**src/design/dot_cfg_pkg.sv**
```systemverilog
// Data-path constants for the dot-product unit
// Lane count, product count, pipeline depth and default data width

package dot_cfg_pkg;

   // Operand words per vector, sent as a0, b0, a1, b1, ...
   localparam int LANES = 8;

   // One product per a/b pair
   localparam int PAIRS = LANES / 2;

   // Register, multiply, first adder level, final adder
   localparam int PIPE_LATENCY = 4;

   // Default for the WIDTH parameter
   // Products and sums wrap at this width
   localparam int DEFAULT_WIDTH = 16;

endpackage

```
**src/design/dot_ctrl_pkg.sv**
```systemverilog
// Control types for the dot-product unit
// Loader handshake state and default result queue depth

package dot_ctrl_pkg;

   // Receiving side of the input four-phase channel
   // WAIT_SLOT holds off the eighth word until the queue has room
   typedef enum logic [1:0] {
      IDLE,
      ACK_HIGH,
      WAIT_SLOT
   } loader_state_t;

   // Result slots, counting stored and in-flight vectors
   localparam int DEFAULT_DEPTH = 4;

endpackage

```
**src/design/dot_product_top.sv**
```systemverilog
// Dot-product unit top level
// Loader, multiply/adder pipeline and result queue

`timescale 1ns/1ps

module dot_product_top #(
   parameter int WIDTH = dot_cfg_pkg::DEFAULT_WIDTH,
   parameter int DEPTH = dot_ctrl_pkg::DEFAULT_DEPTH
) (
   input  logic             clk,
   input  logic             rst,
   input  logic             in_req,
   input  logic [WIDTH-1:0] in_data,
   output logic             in_ack,
   output logic             out_req,
   output logic [WIDTH-1:0] out_data,
   input  logic             out_ack
);
   import dot_cfg_pkg::*;

   // Issued vector, seen by the pipeline and the queue
   logic [WIDTH-1:0] vec_data [LANES];
   logic             vec_valid;
   logic             slot_free;
   // Pipeline result
   logic [WIDTH-1:0] sum;
   logic             sum_valid;

   operand_loader #(.WIDTH(WIDTH)) u_loader (
      .clk       (clk),
      .rst       (rst),
      .in_req    (in_req),
      .in_data   (in_data),
      .in_ack    (in_ack),
      .slot_free (slot_free),
      .vec_data  (vec_data),
      .vec_valid (vec_valid)
   );

   mac_tree_pipeline #(.WIDTH(WIDTH)) u_pipe (
      .clk       (clk),
      .rst       (rst),
      .vec_data  (vec_data),
      .vec_valid (vec_valid),
      .sum       (sum),
      .sum_valid (sum_valid)
   );

   result_queue #(.WIDTH(WIDTH), .DEPTH(DEPTH)) u_queue (
      .clk       (clk),
      .rst       (rst),
      .vec_valid (vec_valid),
      .sum       (sum),
      .sum_valid (sum_valid),
      .slot_free (slot_free),
      .out_req   (out_req),
      .out_data  (out_data),
      .out_ack   (out_ack)
   );

endmodule

```
**src/design/mac_tree_pipeline.sv**
```systemverilog
// Multiply and adder-tree pipeline
// Four registered stages with a matching valid delay line

`timescale 1ns/1ps

module mac_tree_pipeline #(
   parameter int WIDTH = dot_cfg_pkg::DEFAULT_WIDTH
) (
   input  logic             clk,
   input  logic             rst,
   input  logic [WIDTH-1:0] vec_data [dot_cfg_pkg::LANES],
   input  logic             vec_valid,
   output logic [WIDTH-1:0] sum,
   output logic             sum_valid
);
   import dot_cfg_pkg::*;

   logic [WIDTH-1:0]        in_r   [LANES];
   logic [WIDTH-1:0]        prod_r [PAIRS];
   logic [WIDTH-1:0]        part_r [PAIRS/2];
   logic [WIDTH-1:0]        sum_r;
   logic [PIPE_LATENCY-1:0] valid_dly;

   // ==========================================================================
   // Data path
   // ==========================================================================
   // Every stage truncates to WIDTH bits, so the result wraps
   always_ff @(posedge clk) begin
      // Stage 1: capture the vector
      for (int i = 0; i < LANES; i++) begin
         in_r[i] <= vec_data[i];
      end
      // Stage 2: a*b for each pair
      for (int i = 0; i < PAIRS; i++) begin
         prod_r[i] <= in_r[2*i] * in_r[2*i+1];
      end
      // Stage 3: first adder level
      for (int i = 0; i < PAIRS/2; i++) begin
         part_r[i] <= prod_r[2*i] + prod_r[2*i+1];
      end
      // Stage 4: final adder
      sum_r <= part_r[0] + part_r[1];
   end

   // ==========================================================================
   // Valid delay line
   // ==========================================================================
   // One bit per stage, so a new vector may enter every cycle
   always_ff @(posedge clk or posedge rst) begin
      if (rst) begin
         valid_dly <= '0;
      end else begin
         valid_dly <= {valid_dly[PIPE_LATENCY-2:0], vec_valid};
      end
   end

   assign sum       = sum_r;
   assign sum_valid = valid_dly[PIPE_LATENCY-1];

endmodule

```
**src/design/operand_loader.sv**
```systemverilog
// Operand loader
// Four-phase receiver that gathers eight words and issues one vector

`timescale 1ns/1ps

module operand_loader #(
   parameter int WIDTH = dot_cfg_pkg::DEFAULT_WIDTH
) (
   input  logic             clk,
   input  logic             rst,
   input  logic             in_req,
   input  logic [WIDTH-1:0] in_data,
   output logic             in_ack,
   input  logic             slot_free,
   output logic [WIDTH-1:0] vec_data [dot_cfg_pkg::LANES],
   output logic             vec_valid
);
   import dot_cfg_pkg::*;
   import dot_ctrl_pkg::*;

   localparam int CNT_W = $clog2(LANES);
   localparam logic [CNT_W-1:0] LAST_ELEM = CNT_W'(LANES - 1);

   loader_state_t    state;
   logic [CNT_W-1:0] elem_cnt;
   logic             is_last;
   logic             accept;

   // Eighth word of the vector is pending
   assign is_last = (elem_cnt == LAST_ELEM);

   // Word taken this cycle
   // the last word only goes in when the queue can reserve a slot
   assign accept = ((state == IDLE) && in_req && (!is_last || slot_free)) ||
                   ((state == WAIT_SLOT) && slot_free);

   // ==========================================================================
   // Handshake FSM and element counter
   // ==========================================================================
   always_ff @(posedge clk or posedge rst) begin
      if (rst) begin
         state     <= IDLE;
         in_ack    <= 1'b0;
         vec_valid <= 1'b0;
         elem_cnt  <= '0;
      end else begin
         // Single-cycle issue pulse
         vec_valid <= 1'b0;
         case (state)
            IDLE: begin
               if (accept) begin
                  in_ack <= 1'b1;
                  state  <= ACK_HIGH;
               end else if (in_req) begin
                  // Queue full, keep the host waiting on the eighth word
                  state <= WAIT_SLOT;
               end
            end
            WAIT_SLOT: begin
               if (accept) begin
                  in_ack <= 1'b1;
                  state  <= ACK_HIGH;
               end
            end
            ACK_HIGH: begin
               // Host dropped req, release the channel
               if (!in_req) begin
                  in_ack <= 1'b0;
                  state  <= IDLE;
               end
            end
            default: state <= IDLE;
         endcase
         if (accept) begin
            if (is_last) begin
               elem_cnt  <= '0;
               vec_valid <= 1'b1;
            end else begin
               elem_cnt <= elem_cnt + 1'b1;
            end
         end
      end
   end

   // Lane registers, one per element position
   always_ff @(posedge clk) begin
      if (accept) begin
         vec_data[elem_cnt] <= in_data;
      end
   end

endmodule

```
**src/design/result_queue.sv**
```systemverilog
// Result queue
// Circular buffer with slot reservation and a four-phase output sender

`timescale 1ns/1ps

module result_queue #(
   parameter int WIDTH = dot_cfg_pkg::DEFAULT_WIDTH,
   parameter int DEPTH = dot_ctrl_pkg::DEFAULT_DEPTH
) (
   input  logic             clk,
   input  logic             rst,
   input  logic             vec_valid,
   input  logic [WIDTH-1:0] sum,
   input  logic             sum_valid,
   output logic             slot_free,
   output logic             out_req,
   output logic [WIDTH-1:0] out_data,
   input  logic             out_ack
);
   import dot_cfg_pkg::*;

   localparam int PTR_W = (DEPTH > 1) ? $clog2(DEPTH) : 1;
   localparam int OCC_W = $clog2(DEPTH + 1);
   // A reservation lasts exactly PIPE_LATENCY cycles, so no more than
   // that many can be outstanding
   localparam int RESV_W = $clog2(PIPE_LATENCY + 1);

   logic [WIDTH-1:0]  mem [DEPTH];
   logic [PTR_W-1:0]  wr_ptr;
   logic [PTR_W-1:0]  rd_ptr;
   logic [OCC_W-1:0]  occ_cnt;
   logic [RESV_W-1:0] resv_cnt;
   logic              pop;

   // Pointer advance with wrap for any DEPTH
   function automatic logic [PTR_W-1:0] next_ptr(input logic [PTR_W-1:0] p);
      if (int'(p) == DEPTH - 1) begin
         return '0;
      end
      return p + 1'b1;
   endfunction

   // Host acknowledged the current head
   assign pop = out_req && out_ack;

   // Room for one more vector, stored plus in flight
   assign slot_free = (int'(occ_cnt) + int'(resv_cnt)) < DEPTH;

   // Head entry, stable until popped
   assign out_data = mem[rd_ptr];

   // ==========================================================================
   // Pointers, counters and output handshake
   // ==========================================================================
   always_ff @(posedge clk or posedge rst) begin
      if (rst) begin
         wr_ptr   <= '0;
         rd_ptr   <= '0;
         occ_cnt  <= '0;
         resv_cnt <= '0;
         out_req  <= 1'b0;
      end else begin
         // Results arrive in issue order, so the write side is a plain FIFO
         if (sum_valid) wr_ptr <= next_ptr(wr_ptr);
         if (pop) rd_ptr <= next_ptr(rd_ptr);
         case ({sum_valid, pop})
            2'b10:   occ_cnt <= occ_cnt + 1'b1;
            2'b01:   occ_cnt <= occ_cnt - 1'b1;
            default: occ_cnt <= occ_cnt;
         endcase
         // Reserve on issue, release when the sum lands
         case ({vec_valid, sum_valid})
            2'b10:   resv_cnt <= resv_cnt + 1'b1;
            2'b01:   resv_cnt <= resv_cnt - 1'b1;
            default: resv_cnt <= resv_cnt;
         endcase
         // Sender side
         // raise only with ack low, i.e. the previous transfer finished
         if (pop) begin
            out_req <= 1'b0;
         end else if (!out_req && !out_ack && (occ_cnt != '0)) begin
            out_req <= 1'b1;
         end
      end
   end

   // Result storage
   always_ff @(posedge clk) begin
      if (sum_valid) begin
         mem[wr_ptr] <= sum;
      end
   end

endmodule

```
**config.mk**
```make
export PLATFORM = sky130hd
export DESIGN_NAME = dot_product_top
export DESIGN_NICKNAME = d
export VERILOG_FILES = /design/src/design/dot_cfg_pkg.sv /design/src/design/dot_ctrl_pkg.sv /design/src/design/dot_product_top.sv /design/src/design/mac_tree_pipeline.sv /design/src/design/operand_loader.sv /design/src/design/result_queue.sv
export SDC_FILE = /design/constraint.sdc
export NUM_CORES = 1
export LEC_CHECK = 0
export BUFFER_PORTS_ARGS = -buffer_cell sky130_fd_sc_hd__buf_2
export CORE_ASPECT_RATIO = 1.4
export CORE_MARGIN = 4
export CORE_UTILIZATION = 40
export CTS_CLUSTER_DIAMETER = 60
export DETAILED_ROUTE_END_ITERATION = 8
export SLEW_MARGIN = 0
export SYNTH_ARGS = -nofsm -noshare
export SYNTH_HDL_FRONTEND = slang
export SYNTH_SLANG_ARGS = --single-unit
```
**constraint.sdc**
```tcl
create_clock -name clk -period 9.7 [get_ports clk]
set_clock_uncertainty 0.1 [all_clocks]
set_input_delay 0.97 -clock clk [delete_from_list [all_inputs] [get_ports clk]]
set_output_delay 0.97 -clock clk [all_outputs]
set_load 0.02 [all_outputs]
```
After elaboration in Yosys (flattened, before gate mapping):

Memory sizes are Yosys's and may differ from the RTL's.
Cells that the tools add are included.

* register bits after elaboration: 166
* bits of input ports: 20
* memories kept: 4
* latch bits: 0
* output and inout port bits: 18
* logic and storage cells: 104
* bits in writable memories: 288
* ROM bits: 0

Memories
* u_pipe.in_r: words 8, width 16, rd ports 8, clocked after Yosys merged registers in 0, write ports 8, RTL line mac_tree_pipeline.sv:18 `logic [WIDTH-1:0] in_r [LANES];`
* u_pipe.prod_r: words 4, width 16, rd ports 4, clocked after Yosys merged registers in 0, write ports 4, RTL line mac_tree_pipeline.sv:19 `logic [WIDTH-1:0] prod_r [PAIRS];`
* u_queue.mem: words 4, width 16, rd ports 1, clocked after Yosys merged registers in 0, write ports 1, RTL line result_queue.sv:28 `logic [WIDTH-1:0] mem [DEPTH];`
* u_pipe.part_r: words 2, width 16, rd ports 2, clocked after Yosys merged registers in 0, write ports 2, RTL line mac_tree_pipeline.sv:20 `logic [WIDTH-1:0] part_r [PAIRS/2];`

* shift operators: 0
* $lt $le $gt $ge: 3
* reduce and logical (&&, ||, !) cells: 21
* div/mod/pow operators: 0
* multiply operators: 4
* equal/unequal tests: 13
* bitwise gates (word level): 1
* $add $sub $neg: 11
* muxes and demuxes: 28

Operator list (count)
* $bwmux W128: 1
* $mul A16 B16 Y16: 4
* $add A16 B16 Y16: 3
* $demux W16 S3: 1
* $lt A32 B4 Y1 const B: 1
* $mux W16: 1
* $mux W2: 8
* $mux W1: 12
* $pmux W3 S2: 2
* $eq A2 B1 Y1 const B: 5
* $add A3 B1 Y3 const B: 3
* $reduce_bool A2 Y1: 4
* $logic_and A1 B1 Y1: 7
* $eq A2 B2 Y1 const B: 3
* $pmux W2 S3: 1
* $reduce_and A3 Y1: 2
* $sub A3 B1 Y3 const B: 2
* $add A2 B1 Y2 const B: 2
* $add A3 B3 Y4: 1
* $ge A4 B4 Y1 const B: 1
* $lt A4 B1 Y1 const B: 1
* $ne A2 B1 Y1 const B: 2
* $not A3 Y4: 1
* $eq A3 B3 Y1 const B: 1
* other kinds (9): 12

Longest topological paths before layout:

Gate-level depths: netlist (run 1).

* word-level depth: 7
* gate-level depth with buffers: 20
* depth with buffers taken out: 19

Hierarchy:

Synthesis (run 1) repeated with hierarchy kept, for this count alone.

* cells, all modules: 2648
* area total of the unflattened synthesis: 29608.4 um2

Modules (own cells, without submodules)
* mac_tree_pipeline: sequential area each 4904.7 um2, cells each 2339, area an instance 22377.7 um2, times used 1
* operand_loader: sequential area each 4018.9 um2, cells each 165, area an instance 4227.8 um2, times used 1
* result_queue: sequential area each 2197.1 um2, cells each 144, area an instance 3002.9 um2, times used 1

Least setup slack after synthesis (run 1):

No wires, ideal clock.

* path kind: reg-to-reg
* start: memory u_pipe.in_r[0][2] (netlist name)
* end: memory u_pipe.prod_r[0][15] (netlist name)
* data required time: 9479 ps
* arrival time: 4947 ps
* setup time: 121 ps
* setup slack: 4532 ps
* cell stages (with the launch flop): 19
* cells stage by stage: dfxtp_1 > clkbuf_1 > and2_1 > fa_1 > fa_1 > ha_1 > fa_1 > inv_1 > fa_1 > fa_1 > inv_1 > ha_1 > nand3_1 > or2_1 > a21boi_1 > o2111a_1 > a2111oi_4 > a21oi_2 > xnor2_1

RTL lines (RTL line)
* start, declared: mac_tree_pipeline.sv:18
* end, declared: mac_tree_pipeline.sv:19

==> results of run 1 <==
-- registers in the layout, summed over array words and instances, names as in the netlist --
name,flops
u_queue.out_req,1
u_loader.elem_cnt,3
u_pipe.valid_dly,4
u_pipe.sum,16
u_queue.resv_cnt,3
u_pipe.part_r,32
u_queue.mem,64
u_pipe.in_r,128
u_queue.wr_ptr,2
u_loader.vec_data,128
u_loader.in_ack,1
u_loader.vec_valid,1
u_pipe.prod_r,64
u_queue.occ_cnt,3
u_loader.state,2
u_queue.rd_ptr,2
-- per-stage QoR --
step / hold slack [ns] / worst slack (ns) / cells / cell area (um2)
2_1_floorplan: 0.223 / 4.53 / 2661 / 29800
3_3_place_gp: 0.224 / 4.16 / 3611 / 31000
3_5_place_dp: 0.227 / 4.12 / 3611 / 31000
4_1_cts: 0.237 / 4.09 / 3703 / 32700
5_1_grt: 0.242 / 3.83 / 3703 / 32700
6_report: 0.235 / 4.11 / 3704 / 32700
-- final cells by class --
type / count / area, um2 / area share
timing repair buffer: 46 / 253 / 0.00772
clock buffer: 67 / 1450 / 0.0442
inverter: 476 / 1790 / 0.0546
clock inverter: 25 / 248 / 0.00757
tap: 960 / 1200 / 0.0367
antenna: 1 / 2.50 / 0.0000764
sequential: 454 / 11100 / 0.340
multi-input combinational: 1675 / 16700 / 0.510
-- critical path: cells and delay by family (launching register included) --
kind	cells	cell delay (ns)
AO/OA/AOI/OAI	3	0.72
XOR/XNOR	1	0.14
adder cells (fa/ha/maj)	7	3.47
buffers and inverters	3	0.16
flip-flops	1	0.71
AND/OR/NAND/NOR	1	0.16
-- placed cells by master (no fill, tap or decap), types with 8 or more instances in the layout --
| cell type | count |
|---|---|
| sky130_fd_sc_hd__a21o_1 | 17 |
| sky130_fd_sc_hd__a21oi_1 | 47 |
| sky130_fd_sc_hd__a21oi_2 | 9 |
| sky130_fd_sc_hd__and2_1 | 296 |
| sky130_fd_sc_hd__and3_1 | 10 |
| sky130_fd_sc_hd__buf_2 | 37 |
| sky130_fd_sc_hd__buf_4 | 9 |
| sky130_fd_sc_hd__clkbuf_16 | 53 |
| sky130_fd_sc_hd__dfrtp_1 | 22 |
| sky130_fd_sc_hd__dfxtp_1 | 240 |
| sky130_fd_sc_hd__edfxtp_1 | 192 |
| sky130_fd_sc_hd__fa_1 | 325 |
| sky130_fd_sc_hd__ha_1 | 252 |
| sky130_fd_sc_hd__inv_1 | 476 |
| sky130_fd_sc_hd__mux4_2 | 16 |
| sky130_fd_sc_hd__nand2_1 | 275 |
| sky130_fd_sc_hd__nand3_1 | 8 |
| sky130_fd_sc_hd__nor2_1 | 55 |
| sky130_fd_sc_hd__nor2b_1 | 11 |
| sky130_fd_sc_hd__o21a_1 | 20 |
| sky130_fd_sc_hd__o21ai_0 | 13 |
| sky130_fd_sc_hd__o21ai_1 | 17 |
| sky130_fd_sc_hd__o21bai_1 | 10 |
| sky130_fd_sc_hd__xnor2_1 | 149 |
| sky130_fd_sc_hd__xor2_1 | 49 |
-- kinds of logic (layout without fill, tap and decap cells) --
group                    Yosys count  after routing  synth area share
XOR/XNOR                         198            198            0.0582
AO/OA/AOI/OAI                    169            169            0.0404
flip-flops                       454            454             0.373
buffers and inverters            532            614            0.0672
AND/OR/NAND/NOR                  708            708             0.122
adder cells (fa/ha/maj)          577            577             0.324
other                              0              1                 0
multiplexers                      23             23            0.0145
-- routing by layer --
metal	vias up	share of wire	GRT usage
li1	8420	-	-
met1	8949	0.40	0.198
met2	324	0.53	0.313
met3	148	0.032	0.0227
met4	2	0.042	0.0699
met5	-	0.00020	0
-- worst min-delay path by stage --
stage / endpoint / slack, ns / from / cells past startpoint
2_1_floorplan: u_pipe.in_r[0][0] / 0.22 / u_loader.vec_data[112] / 0
3_3_place_gp: u_pipe.in_r[1][25] / 0.22 / u_loader.vec_data[41] / 0
3_5_place_dp: u_pipe.in_r[0][14] / 0.23 / u_loader.vec_data[126] / 0
4_1_cts: u_pipe.in_r[1][24] / 0.24 / u_loader.vec_data[40] / 0
5_1_grt: u_pipe.in_r[0][10] / 0.24 / u_loader.vec_data[122] / 0
6_report: u_pipe.in_r[0][37] / 0.23 / u_loader.vec_data[85] / 0
-- power by group through the flow --
stage	Sequential (mW)	Combinational [mW]	Clock (mW)
after floorplan	2.65	6.15	0
final	2.82	7.71	1.90
after global placement	2.85	7.57	0
after global routing	2.86	8.80	2.03
after detailed placement	2.87	7.78	0
after CTS	2.83	7.83	1.95
==> results.txt, run 1 <==
The placeable core region came out at around 0.074 mm2. The max-slew violation count was 0. The average via count per standard cell is just under 5.

The number of instances in the synthesized netlist came out at 2661. The number of global-route vias before repair is around 20000. Measured on the finished design, the core utilization comes to 0.444. STA classifies the critical path endpoint as a register. Counting every net in the synthesized netlist gives ~3300. The first global-routing pass estimated 105000 um of wire. The slowest stage of the critical path belongs to the cell sky130_fd_sc_hd__dfxtp_1. Buffers placed on the I/O ports in this run total 37.

The number of distinct library cells after synthesis came out at 60. Of the total power, combinational logic draws 0.620. The share of total power in sequential cells is 0.227.

The detailed-route via count is 17843. The delay contributed by the slowest stage of the critical path came out at 0.71 ns. The first-iteration detailed-routing DRC count came out at 676. Setup repair after global routing left no endpoint under its margin. The floorplan step defined a die boundary enclosing 0.0789 mm2. Summed over all layers, the routed wires come to approximately 65000 um. Buffers inserted during clock tree synthesis total 50. The biggest fanout along the worst timing path is 15. The share of post-route cells with drive strength above 1 came out at 0.0620. For this run, the register share of the synthesized area comes to 0.373. For this run, the post-layout net count is 3300. The clock network power share is 0.153.

The proportion of register bits with asynchronous set or reset after synthesis is 0.0485. The CTS clock-pin slew for the worst setup and hold paths came out at 0.06 ns. The reg-to-reg critical path endpoint is u_pipe.prod_r[1][15].

The die span in x came out at about 240 um. The root buffer cell chosen for the clock tree is sky130_fd_sc_hd__clkbuf_16. For this run, the leading register cell type out of synthesis is sky130_fd_sc_hd__dfxtp_1. The tool flagged a number of max-cap violations equal to 0. By count the netlist is led by sky130_fd_sc_hd__inv_1, sky130_fd_sc_hd__fa_1, sky130_fd_sc_hd__and2_1, sky130_fd_sc_hd__nand2_1, sky130_fd_sc_hd__ha_1.

The routed design could run at a clock period as short as 5.59 ns. The fraction of post-synthesis cell area in the top cell type by area is 0.219. The maximum buffer depth of the clock tree came out at 3. The worst reg-to-reg setup slack came out at approximately 4 ns. In this run the worst hold path is classified as register to register.

The synthesis warning total is 0. Power comes to 12.4 mW. For the final routed database, the setup TNS stands at 0 ns.

The power per standard cell area is 379 mW/mm2. From bottom edge to top edge, the die measures between 300 and 400 um. The total leakage power is 14.6 nW.

Hold repair after CTS inserted 0 buffers. The detailed placer's ending HPWL is 51000 um. The TritonCTS clock tree is built. The count of H-tree levels built during CTS came out at 2. The analysis attributes to net switching a power of around 5.3 mW. After clock tree synthesis, the repair step resized 0 gates. The clock reaches the later pin of the worst-skew pair after 0.58 ns.

The mapped netlist covers 0.0298 mm2. The number of standard-cell rows in the floorplan came out at 118. By area the synthesized netlist is led by sky130_fd_sc_hd__fa_1, sky130_fd_sc_hd__edfxtp_1, sky130_fd_sc_hd__dfxtp_1, sky130_fd_sc_hd__ha_1, sky130_fd_sc_hd__and2_1. The worst setup path is launched from a register.

The critical path ends at u_pipe.prod_r[1][15]. After synthesis, the mean cell area works out to 11.2 um2. The internal power consumption came out at between 7 and 8 mW.

The aggregate global routing overflow is 0. The worst ir drop on vdd is between 0.3 and 0.4 mV. The register bit count reported by yosys came out at 454. The count of flip-flops with a built-in enable after synthesis came out at 192. The congestion estimate from routability-driven global placement came to 0.886.

The critical path arrival is 5.94 ns. The signal on the critical path passes through nand2_1 > fa_1 > fa_1 > fa_1 > inv_1 > fa_1 > fa_1 > inv_1 > fa_1 > inv_1 > ha_1 > o2111a_1 > a2111oi_4 > a21oi_2 > xnor2_1. Entering global routing, the biggest net connects 23 pins. The worst register-to-register path begins at u_pipe.in_r[0][49].

The number of endpoints with negative hold slack in the final report is 0. The length in cells of the worst reg-to-reg path is 15. The required time of the critical path is 10.05 ns.

For this configuration, the core starts out at a cell density of 0.403. The flow ran to the end, and the final reports show no timing, DRC or antenna violations. Setup violations remaining at the end of the flow were counted as 0. The routed length per placed instance came out at 17.6 um. The total routing resource utilization after global routing came out at 0.170. Among the stages of the critical path, the cell type that occurs most often is sky130_fd_sc_hd__fa_1. Of the total power, the share spent switching nets is 0.428. The fill cell total of the finished layout is 6885. The synthesized design spends more area on one cell type than any other, namely sky130_fd_sc_hd__fa_1. The number of antenna violations at the first check in global routing is 4. Timing would allow up to about 180 MHz.

The layout-stage area growth over the synthesis result is 9.97%. The number of routed nets with antenna violations came out at 0. The first-pass iteration count of the detailed router came out at 5. For the pin with the worst max-slew slack, the measured transition is roughly 1.1 ns.

The number of buffers inserted by post-CTS setup repair came out at 0. The count of pins on the block boundary came out at 38. sky130_fd_sc_hd__inv_1 is the most common cell in the netlist. The share of the cycle needed by the critical path after routing is 0.576. The critical path starts at u_pipe.in_r[0][49]. CTS saw roughly 450 sinks.

In the routed design, unresolved DRC markers number 0. The worst max-slew margin expressed relative to the limit came out at 0.268. The category of the most critical setup path is register to register.
Note: power is estimated with default switching activity, not from simulation.
==> run 2: changes to the inputs <==
==> constraint.sdc (replaced) <==
create_clock -name clk -period 4.9 [get_ports clk]
set_clock_uncertainty 0.1 [all_clocks]
set_input_delay 0.49 -clock clk [delete_from_list [all_inputs] [get_ports clk]]
set_output_delay 0.49 -clock clk [all_outputs]
set_load 0.02 [all_outputs]
==> results.txt, run 2 (synthesis results as in run 1) <==
The flow ran to the end, but the final reports show violations. The checks that failed: setup timing. Counting stages on the worst path, the most repeated cell is sky130_fd_sc_hd__fa_1. The share of the cycle needed by the critical path after routing came out at 1.03 (+0.458).

The first-iteration detailed-routing DRC count is 648 (-4.1%). The share of post-route cells with drive strength above 1 is 0.214 (+0.152). The number of global-route vias before repair is 20672 (+3.1%). The TritonCTS clock tree is built. The routed length per placed instance is 16.9 um (-3.8%). The number of buffers and inverters on the critical path is 6 (+3). The placeable core region came to 0.0738 mm2 (unchanged). Walking the worst path, the cells encountered are and2_4 > fa_1 > inv_2 > fa_1 > inv_1 > fa_1 > inv_1 > fa_1 > inv_1 > fa_1 > inv_2 > fa_1 > inv_2 > ha_4 > and3_4 > a2111oi_4 > a21oi_2 > xnor2_2. The worst max-slew margin expressed relative to the limit is 0.274 (+0.00663). The transition time of the tightest slew-check pin is 1.09 ns (-0.00995 ns). The placed instance area is 0.0329 mm2 (+6.0%). The required time of the critical path was 5.27 ns (-4.78 ns). The number of routed nets with antenna violations is 0 (unchanged). The post-route DRC violation count is 0 (unchanged). The critical path arrival came out at 5.43 ns (-0.51 ns). The core occupancy in the finished layout is 0.482 (+0.0382). The summed area of non-filler cells in the final layout is 0.0356 mm2 (+8.6%).

In this run the critical register-to-register path is launched from u_pipe.in_r[1][20]. The insertion delay to the later sink of the worst-skew pair came out at 0.58 ns (about the same). The final count of negative-setup-slack endpoints came out at 11 (+11). The maximum clock frequency came out at 197 MHz (+10%). The count of pins on the block boundary came out at 38 (unchanged). In this design, the largest share of critical-path delay is due to adder cells. The detailed placer's ending HPWL came out at 54000 um (+5.8%).

The die span in x came to 239 um (unchanged). Among all stages on the critical path, the largest delay is contributed by sky130_fd_sc_hd__fa_1. The library cell used most frequently in the layout, excluding fill and tap cells, is sky130_fd_sc_hd__inv_1. Compared with the post-synthesis result, the final layout area differs by 19.4%.

The worst hold path begins at in_req. The number of endpoints with negative hold slack in the final report is 0 (unchanged). The post-route non-filler standard cell count is 3936 (+6.3%). The maximum buffer depth of the clock tree is 3 (unchanged). The pin count of the biggest net entering global routing came out at 23 (unchanged). The total clock sinks came to 454 (unchanged). Setup repair after global routing could not meet its margin everywhere. The source of the critical timing path is u_pipe.in_r[1][20]. The number of standard-cell rows in the floorplan is 118 (unchanged).

The average via count per standard cell came to 4.73 (-1.9%). The tree is rooted in a sky130_fd_sc_hd__clkbuf_16. The fill cell total of the finished layout came out at 6712 (-2.5%). In the layout the commonest cells are sky130_fd_sc_hd__inv_1, sky130_fd_sc_hd__fa_1, sky130_fd_sc_hd__and2_1. The overall die area is 0.0789 mm2 (unchanged).

The placer congestion estimate came out at 0.883 (-0.32%). The wire length of the first global-routing pass came out at 108000 um (+2.7%). The number of diodes is 0 (-1). The multi-input combinational cell area came out at 0.0175 mm2 (+4.9%). The final worst-path setup slack came out at -0.167 ns (-4.28 ns). The delay contributed by the slowest stage of the critical path came out at 0.55 ns (-0.16 ns). The time the final worst path needs with I/O delays and setup came out at 5.07 ns (-0.522 ns). The effective utilization at floorplan came out at 0.403 (unchanged). The number of clock buffers inserted by TritonCTS was 48 (-4.0%). The total routing resource utilization after global routing is 0.173 (+0.00326). The detailed-route via count is 18601 (+4.2%). The first-pass iteration count of the detailed router is 5 (unchanged).

The max-slew violation count is 0 (unchanged). The critical path is of the register to register type. The CTS clock-pin slew for the worst setup and hold paths is 0.06 ns (about the same). The biggest fanout along the worst timing path is 6 (-9).

In the final layout, the registers with the most flip-flops are u_loader.vec_data (128), u_pipe.in_r (128). The sequential cell area in the final layout came out at 0.0113 mm2 (+1.5%). The number of antenna violations at the first check in global routing is 0 (-4).

The final net count came out at 3534 (+7.1%). The aggregate global routing overflow came out at 0 (unchanged). The path class of the tightest hold or removal check is input port to register.

The count of H-tree levels built during CTS is 2 (unchanged). The aggregate routed wire length came out at 66500 um (+2.2%). The cell count after placement came to 3822 (+5.8%). The number of buffers inserted by port buffering came out at 37 (unchanged). The worst setup path is launched from a register.

The number of maximum-capacitance constraint violations is 0 (unchanged). The worst setup path is captured at a register. The die height is 331 um (unchanged).
## run 2: metal layers
metal | part of all wire | track usage | vias up
li1 | - | - | 8879
met1 | 0.40 | 0.204 | 9258
met2 | 0.53 | 0.319 | 311
met3 | 0.027 | 0.0210 | 153
met4 | 0.044 | 0.0687 | 0
met5 | 0 | 0 | -
## run 2: final timing paths
path | end | slack (ns) | cells past startpoint
setup / recovery | u_pipe.prod_r[2][15] | -0.17 | 18
hold / removal | u_loader.state[0] | 0.11 | 3
setup reg to reg | u_pipe.prod_r[2][15] | -0.17 | 18
hold reg to reg | u_pipe.in_r[1][54] | 0.23 | 0
max in group asynchronous | u_pipe.valid_dly[1] | 3.65 | 3
min in group asynchronous | u_queue.out_req | 0.53 | 3
## run 2: stage by stage
step           worst slack (ns)  TNS (ns)  hold WS [ns]
2_1_floorplan           -0.0282   -0.0282         0.223
3_3_place_gp             -0.491     -3.51         0.224
3_5_place_dp             -0.508     -4.69         0.227
4_1_cts                  -0.190     -1.46        0.0911
5_1_grt                  -0.330     -3.56         0.114
6_report                 -0.167     -1.23         0.114
## run 2: what timing repair did
item / in CTS / in global routing
gates cloned: 0 / 0
pin swaps: 113 / 75
hold endpoints to repair: 23 / 0
hold buffers: 2 / 0
setup endpoints to repair: 21 / 21
resized for setup: 178 / 96
buffers inserted: 20 / 4
## run 2: final cells by class
| type | count | area share |
|---|---|---|
| Multi-Input combinational cell | 1675 | 0.492 |
| Sequential cell | 454 | 0.317 |
| Timing Repair Buffer | 282 | 0.0612 |
| Inverter | 476 | 0.0502 |
| Clock buffer | 63 | 0.0374 |
| Tap cell | 960 | 0.0338 |
| Clock inverter | 26 | 0.00778 |
## run 2: worst min-delay path, delay by kind of cell
| family | cells | cell delay, ns |
|---|---|---|
| compound gates | 1 | 0.07 |
| buf+inv | 2 | 0.18 |
Power of run 2 is left out: the tool's default activity adds up to more than one toggle a clock period on the data nets, which glitch-free logic cannot reach.
